## src/hw/xt_periph_defines.svh

```systemverilog
/*
 * Port addresses, EMS page-frame bases and register reset values.
 * The Intel-chip bases must stay below 100h and on 32-port boundaries.
 */
`ifndef XT_PERIPH_DEFINES_SVH
`define XT_PERIPH_DEFINES_SVH

// 32-port blocks decoded below 100h
`define XT_DMA_BASE        16'h0000
`define XT_PIC_BASE        16'h0020
`define XT_PIT_BASE        16'h0040
`define XT_PPI_BASE        16'h0060
`define XT_DMA_PAGE_BASE   16'h0080

// Fixed ports
`define XT_EMS_PORT_BASE   16'h0260
`define XT_LPT_PORT        16'h0378
`define XT_NMI_PORT_BASE   16'h00a0

// Page-frame bases, address bits 19:16
`define XT_EMS_PAGE_A      4'ha
`define XT_EMS_PAGE_C      4'hc
`define XT_EMS_PAGE_D      4'hd

`define XT_EMS_SLOTS       4

// Also read back for an unmapped EMS slot
`define XT_REG_RESET_VALUE 8'hff

`endif

```

## src/hw/xt_periph_pkg.sv

```systemverilog
/*
 * Bus, chip-select and EMS slot types shared by the peripheral glue.
 * Selects for the external Intel chips are active low, the rest active high.
 */
package xt_periph_pkg;

    // CPU-side bus as seen by the glue logic
    typedef struct packed {
        logic [19:0] address;
        logic [7:0]  write_data;
        logic        io_read_n;
        logic        io_write_n;
        logic        memory_read_n;
        logic        memory_write_n;
        logic        address_enable_n;
    } io_bus_t;

    typedef struct packed {
        // External chips
        logic dma_n;
        logic pic_n;
        logic pit_n;
        logic ppi_n;
        logic dma_page_n;
        // Registers held in this block
        logic ems;
        logic lpt;
        logic nmi;
    } port_sel_t;

    // One EMS map slot
    typedef struct packed {
        logic       enable;
        logic [6:0] page;
    } ems_slot_t;

endpackage

```

## src/hw/bus_read_mux.sv

```systemverilog
/*
 * Registered CPU read-back. Result appears one cycle after the sampled cycle.
 * Interrupt acknowledge wins over every select and ignores the address.
 */
`timescale 1ns/10ps

module bus_read_mux
    import xt_periph_pkg::*;
(
    input  logic       clock,
    input  logic       reset,
    input  io_bus_t    bus_i,
    input  logic       int_ack_n_i,
    input  port_sel_t  sel_i,
    input  logic [7:0] pic_data_i,
    input  logic [7:0] pit_data_i,
    input  logic [7:0] ppi_data_i,
    input  logic [7:0] ems_data_i,
    input  logic [7:0] lpt_data_i,
    input  logic [7:0] nmi_data_i,
    output logic [7:0] read_data_o,
    output logic       data_valid_o
);

    logic       io_read;
    logic [7:0] data_d;
    logic       valid_d;

    assign io_read = ~bus_i.io_read_n;

    always_comb begin
        valid_d = 1'b1;
        data_d  = 8'h00;
        if (~int_ack_n_i) begin
            // Vector byte from the PIC
            data_d = pic_data_i;
        end else if (~sel_i.pic_n && io_read) begin
            data_d = pic_data_i;
        end else if (~sel_i.pit_n && io_read) begin
            data_d = pit_data_i;
        end else if (~sel_i.ppi_n && io_read) begin
            data_d = ppi_data_i;
        end else if (sel_i.ems && io_read) begin
            data_d = ems_data_i;
        end else if (sel_i.lpt && io_read) begin
            data_d = lpt_data_i;
        end else if (sel_i.nmi && io_read) begin
            data_d = nmi_data_i;
        end else begin
            valid_d = 1'b0;
        end
    end

    always_ff @(posedge clock, posedge reset) begin
        if (reset) begin
            read_data_o  <= 8'h00;
            data_valid_o <= 1'b0;
        end else begin
            read_data_o  <= data_d;
            data_valid_o <= valid_d;
        end
    end

endmodule

```

## src/hw/ems_page_mapper.sv

```systemverilog
/*
 * Four-slot EMS page map. A write lands one cycle after the bus write,
 * so the new mapping is readable two cycles after it.
 * Data FFh unmaps a slot; 80h..FEh are ignored.
 */
`timescale 1ns/10ps
`include "xt_periph_defines.svh"

module ems_page_mapper
    import xt_periph_pkg::*;
(
    input  logic                     clock,
    input  logic                     reset,
    input  io_bus_t                  bus_i,
    input  logic                     ems_sel_i,
    input  logic [1:0]               ems_frame_i,
    output logic [`XT_EMS_SLOTS-1:0] ems_hit_o,
    output logic [7:0]               ems_read_o
);

    ems_slot_t  slot_q [`XT_EMS_SLOTS];

    logic       wr_pending_q;
    logic [1:0] wr_slot_q;
    logic [7:0] wr_data_q;

    logic       memory_cycle;
    logic [3:0] frame_base;
    ems_slot_t  read_slot;

    // Capture stage
    always_ff @(posedge clock, posedge reset) begin
        if (reset) begin
            wr_pending_q <= 1'b0;
        end else begin
            wr_pending_q <= ems_sel_i & ~bus_i.io_write_n;
        end
    end

    always_ff @(posedge clock) begin
        wr_slot_q <= bus_i.address[1:0];
        wr_data_q <= bus_i.write_data;
    end

    // Update stage
    always_ff @(posedge clock, posedge reset) begin
        if (reset) begin
            slot_q <= '{default: '0};
        end else if (wr_pending_q) begin
            if (wr_data_q == 8'hff) begin
                slot_q[wr_slot_q].enable <= 1'b0;
            end else if (~wr_data_q[7]) begin
                slot_q[wr_slot_q].enable <= 1'b1;
                slot_q[wr_slot_q].page   <= wr_data_q[6:0];
            end
        end
    end

    // Read-back for the addressed slot
    assign read_slot  = slot_q[bus_i.address[1:0]];
    assign ems_read_o = read_slot.enable ? {1'b0, read_slot.page} : `XT_REG_RESET_VALUE;

    // Window hits, memory cycles only
    assign memory_cycle = bus_i.io_read_n & bus_i.io_write_n
        & (~bus_i.memory_read_n | ~bus_i.memory_write_n);

    always_comb begin
        case (ems_frame_i)
            2'd0:    frame_base = `XT_EMS_PAGE_A;
            2'd1:    frame_base = `XT_EMS_PAGE_C;
            default: frame_base = `XT_EMS_PAGE_D;
        endcase
    end

    // Each slot covers one 16 KB window inside the 64 KB frame
    always_comb begin
        for (int k = 0; k < `XT_EMS_SLOTS; k++) begin
            ems_hit_o[k] = memory_cycle & slot_q[k].enable
                & (bus_i.address[19:14] == {frame_base, 2'(k)});
        end
    end

endmodule

```

## src/hw/io_port_decoder.sv

```systemverilog
/*
 * Combinational I/O address decode, zero cycles of latency.
 * Only address bits 15:0 take part; bits 19:16 are ignored for I/O.
 */
`timescale 1ns/10ps
`include "xt_periph_defines.svh"

module io_port_decoder
    import xt_periph_pkg::*;
(
    input  io_bus_t   bus_i,
    input  logic      ems_enabled_i,
    input  logic      tandy_mode_i,
    output port_sel_t sel_o
);

    logic        io_cycle;
    logic        intel_space;
    logic [15:0] block_base;

    // Any I/O strobe with the CPU owning the bus
    assign io_cycle = (~bus_i.io_read_n | ~bus_i.io_write_n) & ~bus_i.address_enable_n;

    // Intel chips live in the 32-port blocks below 100h
    assign intel_space = io_cycle & ~bus_i.address[9] & ~bus_i.address[8];
    assign block_base  = {8'h00, bus_i.address[7:5], 5'h00};

    always_comb begin
        sel_o.dma_n      = ~(intel_space & (block_base == `XT_DMA_BASE));
        sel_o.pic_n      = ~(intel_space & (block_base == `XT_PIC_BASE));
        sel_o.pit_n      = ~(intel_space & (block_base == `XT_PIT_BASE));
        sel_o.ppi_n      = ~(intel_space & (block_base == `XT_PPI_BASE));
        sel_o.dma_page_n = ~(intel_space & (block_base == `XT_DMA_PAGE_BASE));

        // 260h..263h, one port per map slot
        sel_o.ems = io_cycle & ems_enabled_i
            & ({bus_i.address[15:2], 2'b00} == `XT_EMS_PORT_BASE);

        sel_o.lpt = io_cycle & (bus_i.address[15:0] == `XT_LPT_PORT);

        // A0h..A7h, Tandy machines only
        sel_o.nmi = io_cycle & tandy_mode_i
            & ({bus_i.address[15:3], 3'b000} == `XT_NMI_PORT_BASE);
    end

endmodule

```

## src/hw/lpt_nmi_registers.sv

```systemverilog
/*
 * Parallel-port data latch and NMI mask register, both reset to FFh.
 * A write is visible on the outputs from the next cycle on.
 */
`timescale 1ns/10ps
`include "xt_periph_defines.svh"

module lpt_nmi_registers
    import xt_periph_pkg::*;
(
    input  logic       clock,
    input  logic       reset,
    input  io_bus_t    bus_i,
    input  logic       lpt_sel_i,
    input  logic       nmi_sel_i,
    output logic [7:0] lpt_o,
    output logic [7:0] nmi_mask_o
);

    logic write_strobe;

    // Every cycle with the write strobe low counts as one write
    assign write_strobe = ~bus_i.io_write_n;

    always_ff @(posedge clock, posedge reset) begin
        if (reset) begin
            lpt_o <= `XT_REG_RESET_VALUE;
        end else if (lpt_sel_i && write_strobe) begin
            lpt_o <= bus_i.write_data;
        end
    end

    // Bit 7 gates NMI on the Tandy
    always_ff @(posedge clock, posedge reset) begin
        if (reset) begin
            nmi_mask_o <= `XT_REG_RESET_VALUE;
        end else if (nmi_sel_i && write_strobe) begin
            nmi_mask_o <= bus_i.write_data;
        end
    end

endmodule

```

## src/hw/xt_peripherals.sv

```systemverilog
/*
 * XT peripheral glue: I/O decode, EMS page map, LPT/NMI latches, read-back.
 * The PIC, PIT and PPI are external and only get selects and read paths.
 */
`timescale 1ns/10ps

module xt_peripherals
    import xt_periph_pkg::*;
(
    input  logic       clock,
    input  logic       reset,
    input  io_bus_t    bus_i,
    input  logic       int_ack_n_i,
    input  logic       ems_enabled_i,
    input  logic [1:0] ems_frame_i,
    input  logic       tandy_mode_i,
    input  logic [7:0] pic_data_i,
    input  logic [7:0] pit_data_i,
    input  logic [7:0] ppi_data_i,
    output port_sel_t  sel_o,
    output logic [3:0] ems_hit_o,
    output logic [7:0] read_data_o,
    output logic       data_valid_o
);

    logic [7:0] ems_read;
    logic [7:0] lpt_data;
    logic [7:0] nmi_mask;

    io_port_decoder u_io_port_decoder (
        .bus_i         (bus_i),
        .ems_enabled_i (ems_enabled_i),
        .tandy_mode_i  (tandy_mode_i),
        .sel_o         (sel_o)
    );

    ems_page_mapper u_ems_page_mapper (
        .clock       (clock),
        .reset       (reset),
        .bus_i       (bus_i),
        .ems_sel_i   (sel_o.ems),
        .ems_frame_i (ems_frame_i),
        .ems_hit_o   (ems_hit_o),
        .ems_read_o  (ems_read)
    );

    lpt_nmi_registers u_lpt_nmi_registers (
        .clock      (clock),
        .reset      (reset),
        .bus_i      (bus_i),
        .lpt_sel_i  (sel_o.lpt),
        .nmi_sel_i  (sel_o.nmi),
        .lpt_o      (lpt_data),
        .nmi_mask_o (nmi_mask)
    );

    bus_read_mux u_bus_read_mux (
        .clock        (clock),
        .reset        (reset),
        .bus_i        (bus_i),
        .int_ack_n_i  (int_ack_n_i),
        .sel_i        (sel_o),
        .pic_data_i   (pic_data_i),
        .pit_data_i   (pit_data_i),
        .ppi_data_i   (ppi_data_i),
        .ems_data_i   (ems_read),
        .lpt_data_i   (lpt_data),
        .nmi_data_i   (nmi_mask),
        .read_data_o  (read_data_o),
        .data_valid_o (data_valid_o)
    );

endmodule

```

## config.mk

```make
export PLATFORM = sky130hd
export DESIGN_NAME = xt_peripherals
export DESIGN_NICKNAME = d
export VERILOG_FILES = /design/src/hw/xt_periph_pkg.sv /design/src/hw/bus_read_mux.sv /design/src/hw/ems_page_mapper.sv /design/src/hw/io_port_decoder.sv /design/src/hw/lpt_nmi_registers.sv /design/src/hw/xt_peripherals.sv
export VERILOG_INCLUDE_DIRS = /design/src /design/src/hw
export SDC_FILE = /design/constraint.sdc
export NUM_CORES = 1
export LEC_CHECK = 0
export BUFFER_PORTS_ARGS = -buffer_cell sky130_fd_sc_hd__buf_2
export CORE_ASPECT_RATIO = 0.6
export CORE_MARGIN = 5
export CORE_UTILIZATION = 47
export CTS_CLUSTER_SIZE = 14
export DETAILED_ROUTE_END_ITERATION = 8
export PLACE_DENSITY = 0.75
export SLEW_MARGIN = 25
export SYNTH_ARGS = -nofsm -noshare
export SYNTH_HDL_FRONTEND = slang
export SYNTH_SLANG_ARGS = --single-unit
```

## constraint.sdc

```tcl
create_clock -name clock -period 2.55 [get_ports clock]
set_clock_uncertainty 0.2 [all_clocks]
set_input_delay 0.765 -clock clock [delete_from_list [all_inputs] [get_ports clock]]
set_output_delay 0.765 -clock clock [all_outputs]
set_load 0.01 [all_outputs]
```

==> impl_metrics.csv, run 1 <==
group,metric,value,unit
outcome,status,"finished, violations left",
outcome,violations,"negative setup slack",
logic_synthesis,synth_edf_count,0,
timing,rsz0062_at_grt,"yes",
floorplanning,die_w,119,um
routing,viasPerCell,5.71,
timing,setup_slack,-0.326,ns
grt,grt_max_degree,59,
place,portBuffers,84,
floorplanning,std_cell_rows,23,
final_layout,post-route-util,0.688,
place,pre_cts_slack,-0.356,ns
logic_synthesis,syn_area,3360,um^2
worst_setup_path,crit_path_end_kind,"primary output",
cts,root_buffer,"clkbuf_16",
cts,clockBufferDepth,2,
job,maxCapViolations,0,
logic_synthesis,syn-num-nets,362,
worst_setup_path,startpoint_type,"input pin",
grt,track_usage,0.221,
cts,ctsHoldBuffers,0,
routing,dr.pass1.iters,4,
cts,clk_pin_slew_worst_paths,0.06,ns
floorplanning,design.die.area,9000,um^2
grt,antenna_found_initial,0,
grt,overflow,0,
timing,slew_viol_final,0,
power_and_ir_drop,p_switching,0.621,mW
worst_setup_path,crit_chain,"buf_6, nor4_4, nand2_1, or3_4, nor2b_2, buf_2",
logic_synthesis,yosysWarningCount,0,
floorplanning,initial_core_util,0.493,
floorplanning,core_area,6820,um^2
worst_setup_path,worstPathArrival,1.91,ns
place,gp_congestion,0.854,
worst_setup_path,critPathTopFamily,"simple AND/OR/NAND/NOR gates",
grt,grtUsageMet3,0.0794,
cts,htreeDepth,3,
power_and_ir_drop,seqPwrFrac,0.403,
logic_synthesis,synth_flop_cell,"dfrtp_1",
cts,cts.sinks,68,
worst_setup_path,worst-path-buf-inv,2,
cts,insertion_delay,0.33,ns
worst_setup_path,critical_path_class,"input pin to primary output",
power_and_ir_drop,switching_share,0.225,
logic_synthesis,ys_ff_latch,68,
logic_synthesis,yosysSeqAreaShare,0.497,
worst_setup_path,critical-path-max-stage-delay,0.39,ns
final_layout,antenna-diode-count,0,
power_and_ir_drop,pwr_density_cell,587,nW/um^2
logic_synthesis,synth_area_per_cell,11.3,um^2
final_layout,finalNetCount,490,
routing,drt-total-wl,9760,um
grt,grt_util_met2,0.358,
grt,met1_usage,0.286,
cts,tritoncts,"built",
grt,grt_pass1_vias,3018,
power_and_ir_drop,p_comb_frac,0.089,
worst_setup_path,cp_slowest_cell,"or3_4",
cts,cts_buffers,9,
final_layout,final_common_cell,"buf_2",
routing,drc,0,
power_and_ir_drop,leakage,2.22,nW
hold_path,hp-class,"input pin to async pin",
floorplanning,io_pins,85,
power_and_ir_drop,internal-power,2.14,mW
worst_setup_path,critPathRequiredTime,1.59,ns
timing,slew_headroom,0.481,
timing,period_share,1.13,
timing,hold_viol,0,
timing,setup_violations,12,
place,post-dp-hpwl,7040,um
routing,detail_route.wl_per_cell,18.8,um
routing,postRouteAntennaNets,0,
logic_synthesis,synth.distinct_cells,55,
final_layout,final_layout_size_suffix_gt1_frac,0.522,
timing,worst_pin_slew,0.774,ns
power_and_ir_drop,clkPwrFrac,0.509,
final_layout,layout_common_cells,"buf_2, dfrtp_1, buf_4",
logic_synthesis,synthCells,298,
logic_synthesis,async_flop_share,0.853,
grt,grt_pass1_wl,15200,um
routing,drtIter0Drc,155,
timing,clock.fmax,0.348,GHz
timing,layout_min_cycle_time,2.88,ns
worst_setup_path,path_max_fanout,2,
power_and_ir_drop,irDropWorstVdd,0.000458,V
floorplanning,die-height,75.5,um
final_layout,area_growth,39.7,%
routing,vias,2957,
grt,grt-busiest-layer,"met2",
worst paths after layout:
path                                                              start                                        to  slack, ns  depth (start not counted)
min in group clock              u_ems_page_mapper.slot_q[4]$_DFFE_PP0P_   u_ems_page_mapper.slot_q[4]$_DFFE_PP0P_       0.30                          1
worst max register to register   u_ems_page_mapper.wr_data_q[3]$_DFF_P_  u_ems_page_mapper.slot_q[24]$_DFFE_PP0P_       0.57                          5
max in group asynchronous                                         reset  u_lpt_nmi_registers.lpt_o[7]$_DFFE_PP1P_       1.57                          3
worst min register to register  u_ems_page_mapper.slot_q[4]$_DFFE_PP0P_   u_ems_page_mapper.slot_q[4]$_DFFE_PP0P_       0.30                          1
worst max-delay path                                          bus_i[24]                                  sel_o[2]      -0.33                          6
worst min-delay path                                              reset   u_ems_page_mapper.slot_q[3]$_DFFE_PP0P_       0.28                          3
layout make-up:
class | instances | area, um^2
clock buffers | 10 | 250
clock inverters | 6 | 92.6
fillers | 493 | 2130
inverters | 13 | 48.8
multi-input cells | 205 | 1670
flip-flops and latches | 68 | 1670
well taps | 87 | 109
repair buffers | 129 | 853
metrics by stage:
stage	instances	area [um^2]	total power [mW]	hold slack (ns)	TNS, ns
after CTS	515	4600	2.76	0.288	-1.55
final	518	4690	2.76	0.278	-1.51
after global routing	518	4690	2.84	0.300	-2.16
after global placement	498	4160	1.34	0.273	-2.91
after floorplan	298	3370	1.21	0.255	-0.443
after detailed placement	498	4160	1.35	0.292	-3.33
cell families after synthesis:
group,Yosys count,synth area share
buf+inv,25,0.0354
flops,68,0.497
compound gates,66,0.132
mux,42,0.162
simple gates,97,0.173
layer usage:
layer | part of all wire | up-vias | wire length, um
met1 | 0.44 | 1449 | 4340
li1 | - | 1364 | -
met3 | 0.075 | 15 | 733
met5 | 0 | - | 0
met4 | 0.012 | 0 | 122
met2 | 0.47 | 129 | 4560
power groups by stage:
stage          clock (mW)  combinational [mW]  sequential, mW
4_1_cts              1.41               0.233            1.11
6_report             1.40               0.245            1.11
3_3_place_gp            0               0.213            1.13
3_5_place_dp            0               0.218            1.13
5_1_grt              1.46               0.267            1.11
2_1_floorplan           0              0.0819            1.13
state kept, by name (all words and copies together), names as in the netlist:
register and cells:
u_lpt_nmi_registers.lpt_o 8, u_ems_page_mapper.wr_slot_q 2, u_ems_page_mapper.slot_q 32, u_lpt_nmi_registers.nmi_mask_o 8, u_ems_page_mapper.wr_data_q 8, u_ems_page_mapper.wr_pending_q 1
u_bus_read_mux.data_valid_o 1, u_bus_read_mux.read_data_o 8
synth_stat cells (all sizes together) (3+ instances only):
master	n	share of area
nor2	15	0.017
dfrtp	42	0.31
clkbuf	4	0.0045
buf	8	0.016
mux2i	6	0.018
nor4	5	0.018
nor2b	5	0.0093
nand3	4	0.0060
nand2b	4	0.0074
nand4b	3	0.0078
nor3b	3	0.0082
o21ai	28	0.045
inv	13	0.015
a21oi	10	0.015
nand2	23	0.026
nor3	15	0.030
mux4	7	0.047
o22a	6	0.016
nand4	5	0.0093
mux2	29	0.097
a211oi	6	0.013
dfxtp	10	0.060
a21o	4	0.0089
dfstp	16	0.13
worst reg2reg max path: cells and delay by family, from the launching register on:
kind             cells  cell delay (ns)
AO/OA/AOI/OAI        2             0.58
AND/OR/NAND/NOR      3             0.65
flip-flops           1             0.43
timing repair:
item,in CTS,in global routing
endpoints found under the setup margin,12,13
pin swaps,12,7
buffers inserted,2,4
gates resized for setup,20,17
No activity file was read; power rests on OpenSTA's default activity.
==> run 2: changes to the inputs <==
--- a/config.mk
+++ b/config.mk
@@ -7,12 +7,14 @@
 export NUM_CORES = 1
 export LEC_CHECK = 0
 export BUFFER_PORTS_ARGS = -buffer_cell sky130_fd_sc_hd__buf_2
+export CELL_PAD_IN_SITES_DETAIL_PLACEMENT = 1
+export CELL_PAD_IN_SITES_GLOBAL_PLACEMENT = 1
 export CORE_ASPECT_RATIO = 0.6
 export CORE_MARGIN = 5
-export CORE_UTILIZATION = 47
-export CTS_CLUSTER_SIZE = 14
+export CORE_UTILIZATION = 37
+export CTS_CLUSTER_SIZE = 40
 export DETAILED_ROUTE_END_ITERATION = 8
-export PLACE_DENSITY = 0.75
+export PLACE_DENSITY_LB_ADDON = 0.1
 export SLEW_MARGIN = 25
 export SYNTH_ARGS = -nofsm -noshare
 export SYNTH_HDL_FRONTEND = slang
==> impl_metrics.csv, run 2 (synthesis gave the netlist of run 1 again) <==
group,metric,value,unit
grt,grt_max_degree,59,
routing,postRouteAntennaNets,0,
hold_path,hp-class,"flop to flop",
final_layout,multi_input_area,1680,um^2
cts,clockBufferDepth,2,
timing,slew_headroom,0.653,
worst_setup_path,path_max_fanout,2,
cts,cts_buffers,9,
routing,dr.pass1.iters,4,
cts,cts.sinks,68,
outcome,violations,"negative setup slack",
final_layout,fin_cells,546,
cts,insertion_delay,0.33,ns
final_layout,seq_area,1670,um^2
final_layout,regMostFlops,"u_ems_page_mapper.slot_q",
floorplanning,design.die.area,11200,um^2
final_layout,final_common_cell,"buf_2",
floorplanning,die_w,133,um
worst_setup_path,critical_path_class,"input pin to primary output",
floorplanning,std_cell_rows,26,
place,pre_cts_slack,-0.390,ns
cts,tritoncts,"built",
floorplanning,initial_core_util,0.387,
timing,worst_pin_slew,0.513,ns
place,place_inst,526,
worst_setup_path,critPathRequiredTime,1.59,ns
final_layout,area_growth,41.3,%
floorplanning,die-height,83.8,um
final_layout,fill_cells,950,
final_layout,layout_common_cells,"buf_2, buf_4, dfrtp_1",
final_layout,post-route-util,0.547,
timing,layout_min_cycle_time,2.86,ns
routing,drc,0,
final_layout,largest_register_ffs,32,
routing,detail_route.wl_per_cell,19.3,um
routing,vias,2887,
timing,rsz0062_at_grt,"yes",
outcome,status,"finished, violations left",
cts,htreeDepth,3,
timing,hold_viol,0,
power_and_ir_drop,leakage,2.24,nW
worst_setup_path,r2r_cells,5,
grt,track_usage,0.195,
routing,drtIter0Drc,123,
place,portBuffers,84,
grt,grt_pass1_vias,3126,
floorplanning,io_pins,85,
timing,clock.fmax,0.349,GHz
place,gp_congestion,0.782,
place,post-dp-hpwl,7900,um
cts,root_buffer,"clkbuf_16",
final_layout,antenna-diode-count,0,
timing,period_share,1.12,
grt,overflow,0,
floorplanning,core_area,8690,um^2
routing,viasPerCell,5.29,
timing,slew_viol_final,0,
timing,setup_violations,12,
power_and_ir_drop,pwr_density_cell,550,nW/um^2
grt,antenna_found_initial,1,
routing,drt-total-wl,10500,um
cts,ctsHoldBuffers,0,
final_layout,final_layout_size_suffix_gt1_frac,0.535,
cts,clk_pin_slew_worst_paths,0.05,ns
final_layout,finalNetCount,493,
worst_setup_path,worstPathArrival,1.90,ns
worst_setup_path,crit_path_end_kind,"primary output",
power_and_ir_drop,irDropWorstVdd,0.000430,V
job,maxCapViolations,0,
hold_path,hold_path_depth,1,
timing,setup_slack,-0.312,ns
worst_setup_path,startpoint_type,"input pin",
grt,grt_pass1_wl,17300,um
run 2: cell count changes in the layout (fill, tap and decap cells not counted), sizes merged:
cell and change:
buf +3, clkbuf +3, bufinv -1, inv -1, clkinv -1
run 2: where the power goes:
part           internal [mW]  leakage, nW  total, mW  switching [mW]
combinational          0.121         1.28      0.248           0.127
clock                  0.810        0.142       1.25           0.444
sequential              1.10        0.826       1.11          0.0144
total                   2.03         2.24       2.61           0.586
run 2: through the flow:
step	area (um^2)	power, mW	hold slack, ns	TNS [ns]
floorplan	3370	1.21	0.255	-0.443
global placement	4230	1.34	0.279	-3.40
detailed placement	4230	1.35	0.273	-3.88
CTS	4710	2.64	0.293	-1.53
global route	4750	2.71	0.321	-2.11
finish	4750	2.61	0.289	-1.36
run 2: routing by layer:
metal  global-route usage  share of wire  routed length [um]  vias to the layer above
met5                    0        0.00067                   7                        -
met4               0.0453          0.010                 108                        2
met3               0.0536          0.058                 611                       11
met2                0.297           0.45                4760                       82
met1                0.276           0.48                5030                     1428
li1                     -              -                   -                     1364
run 2: worst max-delay path, stage by stage:
cell,delay [ns]
buf_2,0.12
buf_4,0.13
nor4b_1,0.50
nor2b_2,0.25
buf_2,0.14
run 2: path summary, 6_finish.rpt:
kind                                                           from  slack, ns                                             to
max                                                       bus_i[16]      -0.31                                       sel_o[2]
min                        u_ems_page_mapper.slot_q[24]$_DFFE_PP0P_       0.29       u_ems_page_mapper.slot_q[24]$_DFFE_PP0P_
max reg2reg                  u_ems_page_mapper.wr_data_q[2]$_DFF_P_       0.47       u_ems_page_mapper.slot_q[24]$_DFFE_PP0P_
min reg2reg                u_ems_page_mapper.slot_q[24]$_DFFE_PP0P_       0.29       u_ems_page_mapper.slot_q[24]$_DFFE_PP0P_
max in group asynchronous                                     reset       1.53  u_lpt_nmi_registers.nmi_mask_o[6]$_DFFE_PP1P_
min in group asynchronous                                     reset       0.30       u_ems_page_mapper.slot_q[12]$_DFFE_PP0P_
run 2: area by class of cell:
cell class / instances / share of cell area
Clock inverter: 3 / 0.00948
Clock buffer: 13 / 0.0548
Sequential cell: 68 / 0.352
Multi-Input combinational cell: 205 / 0.353
Tap cell: 112 / 0.0295
Timing Repair Buffer: 132 / 0.191
Inverter: 13 / 0.0103
run 2: repair_timing:
action,4_1_cts,5_1_grt
endpoints found under the setup margin,12,12
gates resized for setup,33,10
buffers inserted,6,0
pin swaps,12,4
==> run 3: changes to the inputs <==
--- a/config.mk
+++ b/config.mk
@@ -6,11 +6,10 @@
 export SDC_FILE = /design/constraint.sdc
 export NUM_CORES = 1
 export LEC_CHECK = 0
-export BUFFER_PORTS_ARGS = -buffer_cell sky130_fd_sc_hd__buf_2
+export BUFFER_PORTS_ARGS = -buffer_cell sky130_fd_sc_hd__clkbuf_2
 export CELL_PAD_IN_SITES_DETAIL_PLACEMENT = 1
 export CELL_PAD_IN_SITES_GLOBAL_PLACEMENT = 1
 export CORE_ASPECT_RATIO = 0.6
-export CORE_MARGIN = 5
 export CORE_UTILIZATION = 37
 export CTS_CLUSTER_SIZE = 40
 export DETAILED_ROUTE_END_ITERATION = 8
==> impl_metrics.csv, run 3 (synthesis gave the netlist of run 1 again) <==
group,metric,value,unit
outcome,status,"finished, violations left",
outcome,violations,"design-rule violations, negative setup slack",
cts,clockBufferDepth,2,
grt,overflow,0,
timing,slew_headroom,0.728,
grt,grt_max_degree,59,
worst_setup_path,cp-startpoint,"bus_i[23]",
routing,viasPerCell,5.28,
cts,root_buffer,"clkbuf_16",
timing,setup_slack,-0.294,ns
cts,clk_pin_slew_worst_paths,0.05,ns
worst_setup_path,path_max_fanout,2,
final_layout,antenna-diode-count,0,
worst_setup_path,worstPathArrival,1.88,ns
floorplanning,io_pins,85,
grt,track_usage,0.225,
routing,vias,2921,
cts,insertion_delay,0.33,ns
routing,postRouteAntennaNets,0,
final_layout,layout_common_cells,"clkbuf_2, buf_4, dfrtp_1",
final_layout,fin_cells,553,
final_layout,fin_area,4850,um^2
timing,slew_viol_final,0,
final_layout,finalNetCount,500,
cts,htreeDepth,3,
worst_setup_path,critPathTopFamily,"simple AND/OR/NAND/NOR gates",
grt,grt_pass1_vias,2938,
power_and_ir_drop,pwr_density_cell,547,nW/um^2
timing,setup_violations,12,
place,portBuffers,84,
floorplanning,die-height,75.8,um
worst_setup_path,cp_slowest_cell,"or3_4",
floorplanning,std_cell_rows,26,
cts,cts.sinks,68,
worst_setup_path,crit_end,"sel_o[2]",
place,gp_congestion,0.801,
worst_setup_path,critPathRequiredTime,1.59,ns
worst_setup_path,r2r_cells,5,
worst_setup_path,r2r_end,"u_ems_page_mapper.slot_q[24]$_DFFE_PP0P_",
power_and_ir_drop,p_comb_frac,0.096,
worst_setup_path,worst-path-buf-inv,2,
worst_setup_path,critical-path-max-stage-delay,0.37,ns
power_and_ir_drop,irDropWorstVdd,0.000361,V
timing,tns,-2.04,ns
floorplanning,initial_core_util,0.388,
routing,detail_route.wl_per_cell,18.2,um
final_layout,regMostFlops,"u_ems_page_mapper.slot_q",
timing,hold_viol,0,
routing,dr.pass1.iters,6,
final_layout,area_growth,44.4,%
floorplanning,die_w,125,um
cts,cts_buffers,9,
worst_setup_path,cp.depth,6,
timing,worst_pin_slew,0.404,ns
power_and_ir_drop,total_power,2.65,mW
power_and_ir_drop,internal-power,2.08,mW
grt,antenna_found_initial,0,
timing,hold_slack,0.273,ns
worst_setup_path,crit_path_end_kind,"primary output",
worst_setup_path,crit_top_cell,"buf_6",
power_and_ir_drop,p_switching,0.575,mW
floorplanning,design.die.area,9480,um^2
worst_setup_path,startpoint_type,"input pin",
routing,drc,16,
floorplanning,core_area,8650,um^2
power_and_ir_drop,leakage,2.30,nW
hold_path,hp-class,"input pin to async pin",
cts,tritoncts,"built",
worst_setup_path,r2r_slack,0.43,ns
routing,drtIter0Drc,114,
routing,drt-total-wl,10100,um
timing,clock.fmax,0.352,GHz
worst_setup_path,r2r-start,"u_ems_page_mapper.wr_data_q[5]$_DFF_P_",
power_and_ir_drop,clkPwrFrac,0.486,
power_and_ir_drop,switching_share,0.217,
final_layout,largest_register_ffs,32,
grt,grt_pass1_wl,16100,um
timing,rsz0062_at_grt,"yes",
place,post-dp-hpwl,7570,um
place,placed_area,4250,um^2
job,maxCapViolations,0,
timing,layout_min_cycle_time,2.84,ns
place,place_inst,529,
final_layout,final_common_cell,"clkbuf_2",
worst_setup_path,critical_path_class,"input pin to primary output",
power_and_ir_drop,seqPwrFrac,0.418,
worst_setup_path,crit_chain,"buf_6, nor4_4, nand2_2, or3_4, nor2b_4, buf_6",
final_layout,final_layout_size_suffix_gt1_frac,0.544,
timing,period_share,1.12,
==> run 3: cell count changes in the layout (fill, tap and decap cells not counted), moves of 2 or more <==
cell / previous run / this run
nor2_2: 2 / 0
clkinvlp_4: 2 / 0
buf_4: 42 / 49
clkbuf_2: 0 / 66
nor2b_2: 2 / 0
nor2b_4: 0 / 2
buf_2: 73 / 5
clkbuf_8: 2 / 0
==> run 3: routing by layer <==
layer / GRT usage / part of all wire
met1: 0.312 / 0.49
met2: 0.371 / 0.47
met3: 0.0492 / 0.041
met4: 0.0407 / 0.0043
met5: 0 / 0
==> run 3: worst min path at each step <==
stage	end	slack [ns]	depth (start not counted)
6_report	u_ems_page_mapper.slot_q[18]$_DFFE_PP0P_	0.27	3
3_3_place_gp	u_ems_page_mapper.slot_q[24]$_DFFE_PP0P_	0.28	1
4_1_cts	u_ems_page_mapper.slot_q[11]$_DFFE_PP0P_	0.29	3
5_1_grt	u_ems_page_mapper.slot_q[26]$_DFFE_PP0P_	0.29	3
3_5_place_dp	u_lpt_nmi_registers.nmi_mask_o[0]$_DFFE_PP1P_	0.29	2
2_1_floorplan	u_ems_page_mapper.slot_q[24]$_DFFE_PP0P_	0.26	1
==> run 3: per-stage QoR <==
| step | setup WS, ns | util |
|---|---|---|
| 4_1_cts | -0.334 | 0.541 |
| 5_1_grt | -0.348 | 0.561 |
| 6_report | -0.294 | 0.561 |
| 3_3_place_gp | -0.329 | 0.491 |
| 2_1_floorplan | -0.238 | - |
| 3_5_place_dp | -0.387 | 0.491 |
==> run 3: area by class of cell <==
type                       count  area [um^2]
clock buffer                  12          236
clock inverter                 4         73.8
fill                         960         3800
inverter                      13         48.8
multi-input combinational    205         1710
sequential                    68         1670
tap                          112          140
timing repair buffer         139          975
==> run 3: power groups by stage <==
stage | combinational, mW | clock [mW] | sequential (mW)
global route | 0.279 | 1.36 | 1.11
floorplan | 0.0819 | 0 | 1.13
CTS | 0.243 | 1.31 | 1.11
detailed placement | 0.224 | 0 | 1.13
finish | 0.255 | 1.29 | 1.11
global placement | 0.219 | 0 | 1.13
==> run 3: worst min-delay path, stage by stage <==
cell      delay, ns
clkbuf_2       0.09
inv_2          0.06
buf_12         0.27
==> run 3: repair_timing <==
action                                  4_1_cts  5_1_grt
resized for setup                            19       51
pin swaps                                    12       10
endpoints found under the setup margin       12       14
hold buffers                                  0        0
setup buffers                                 6        3
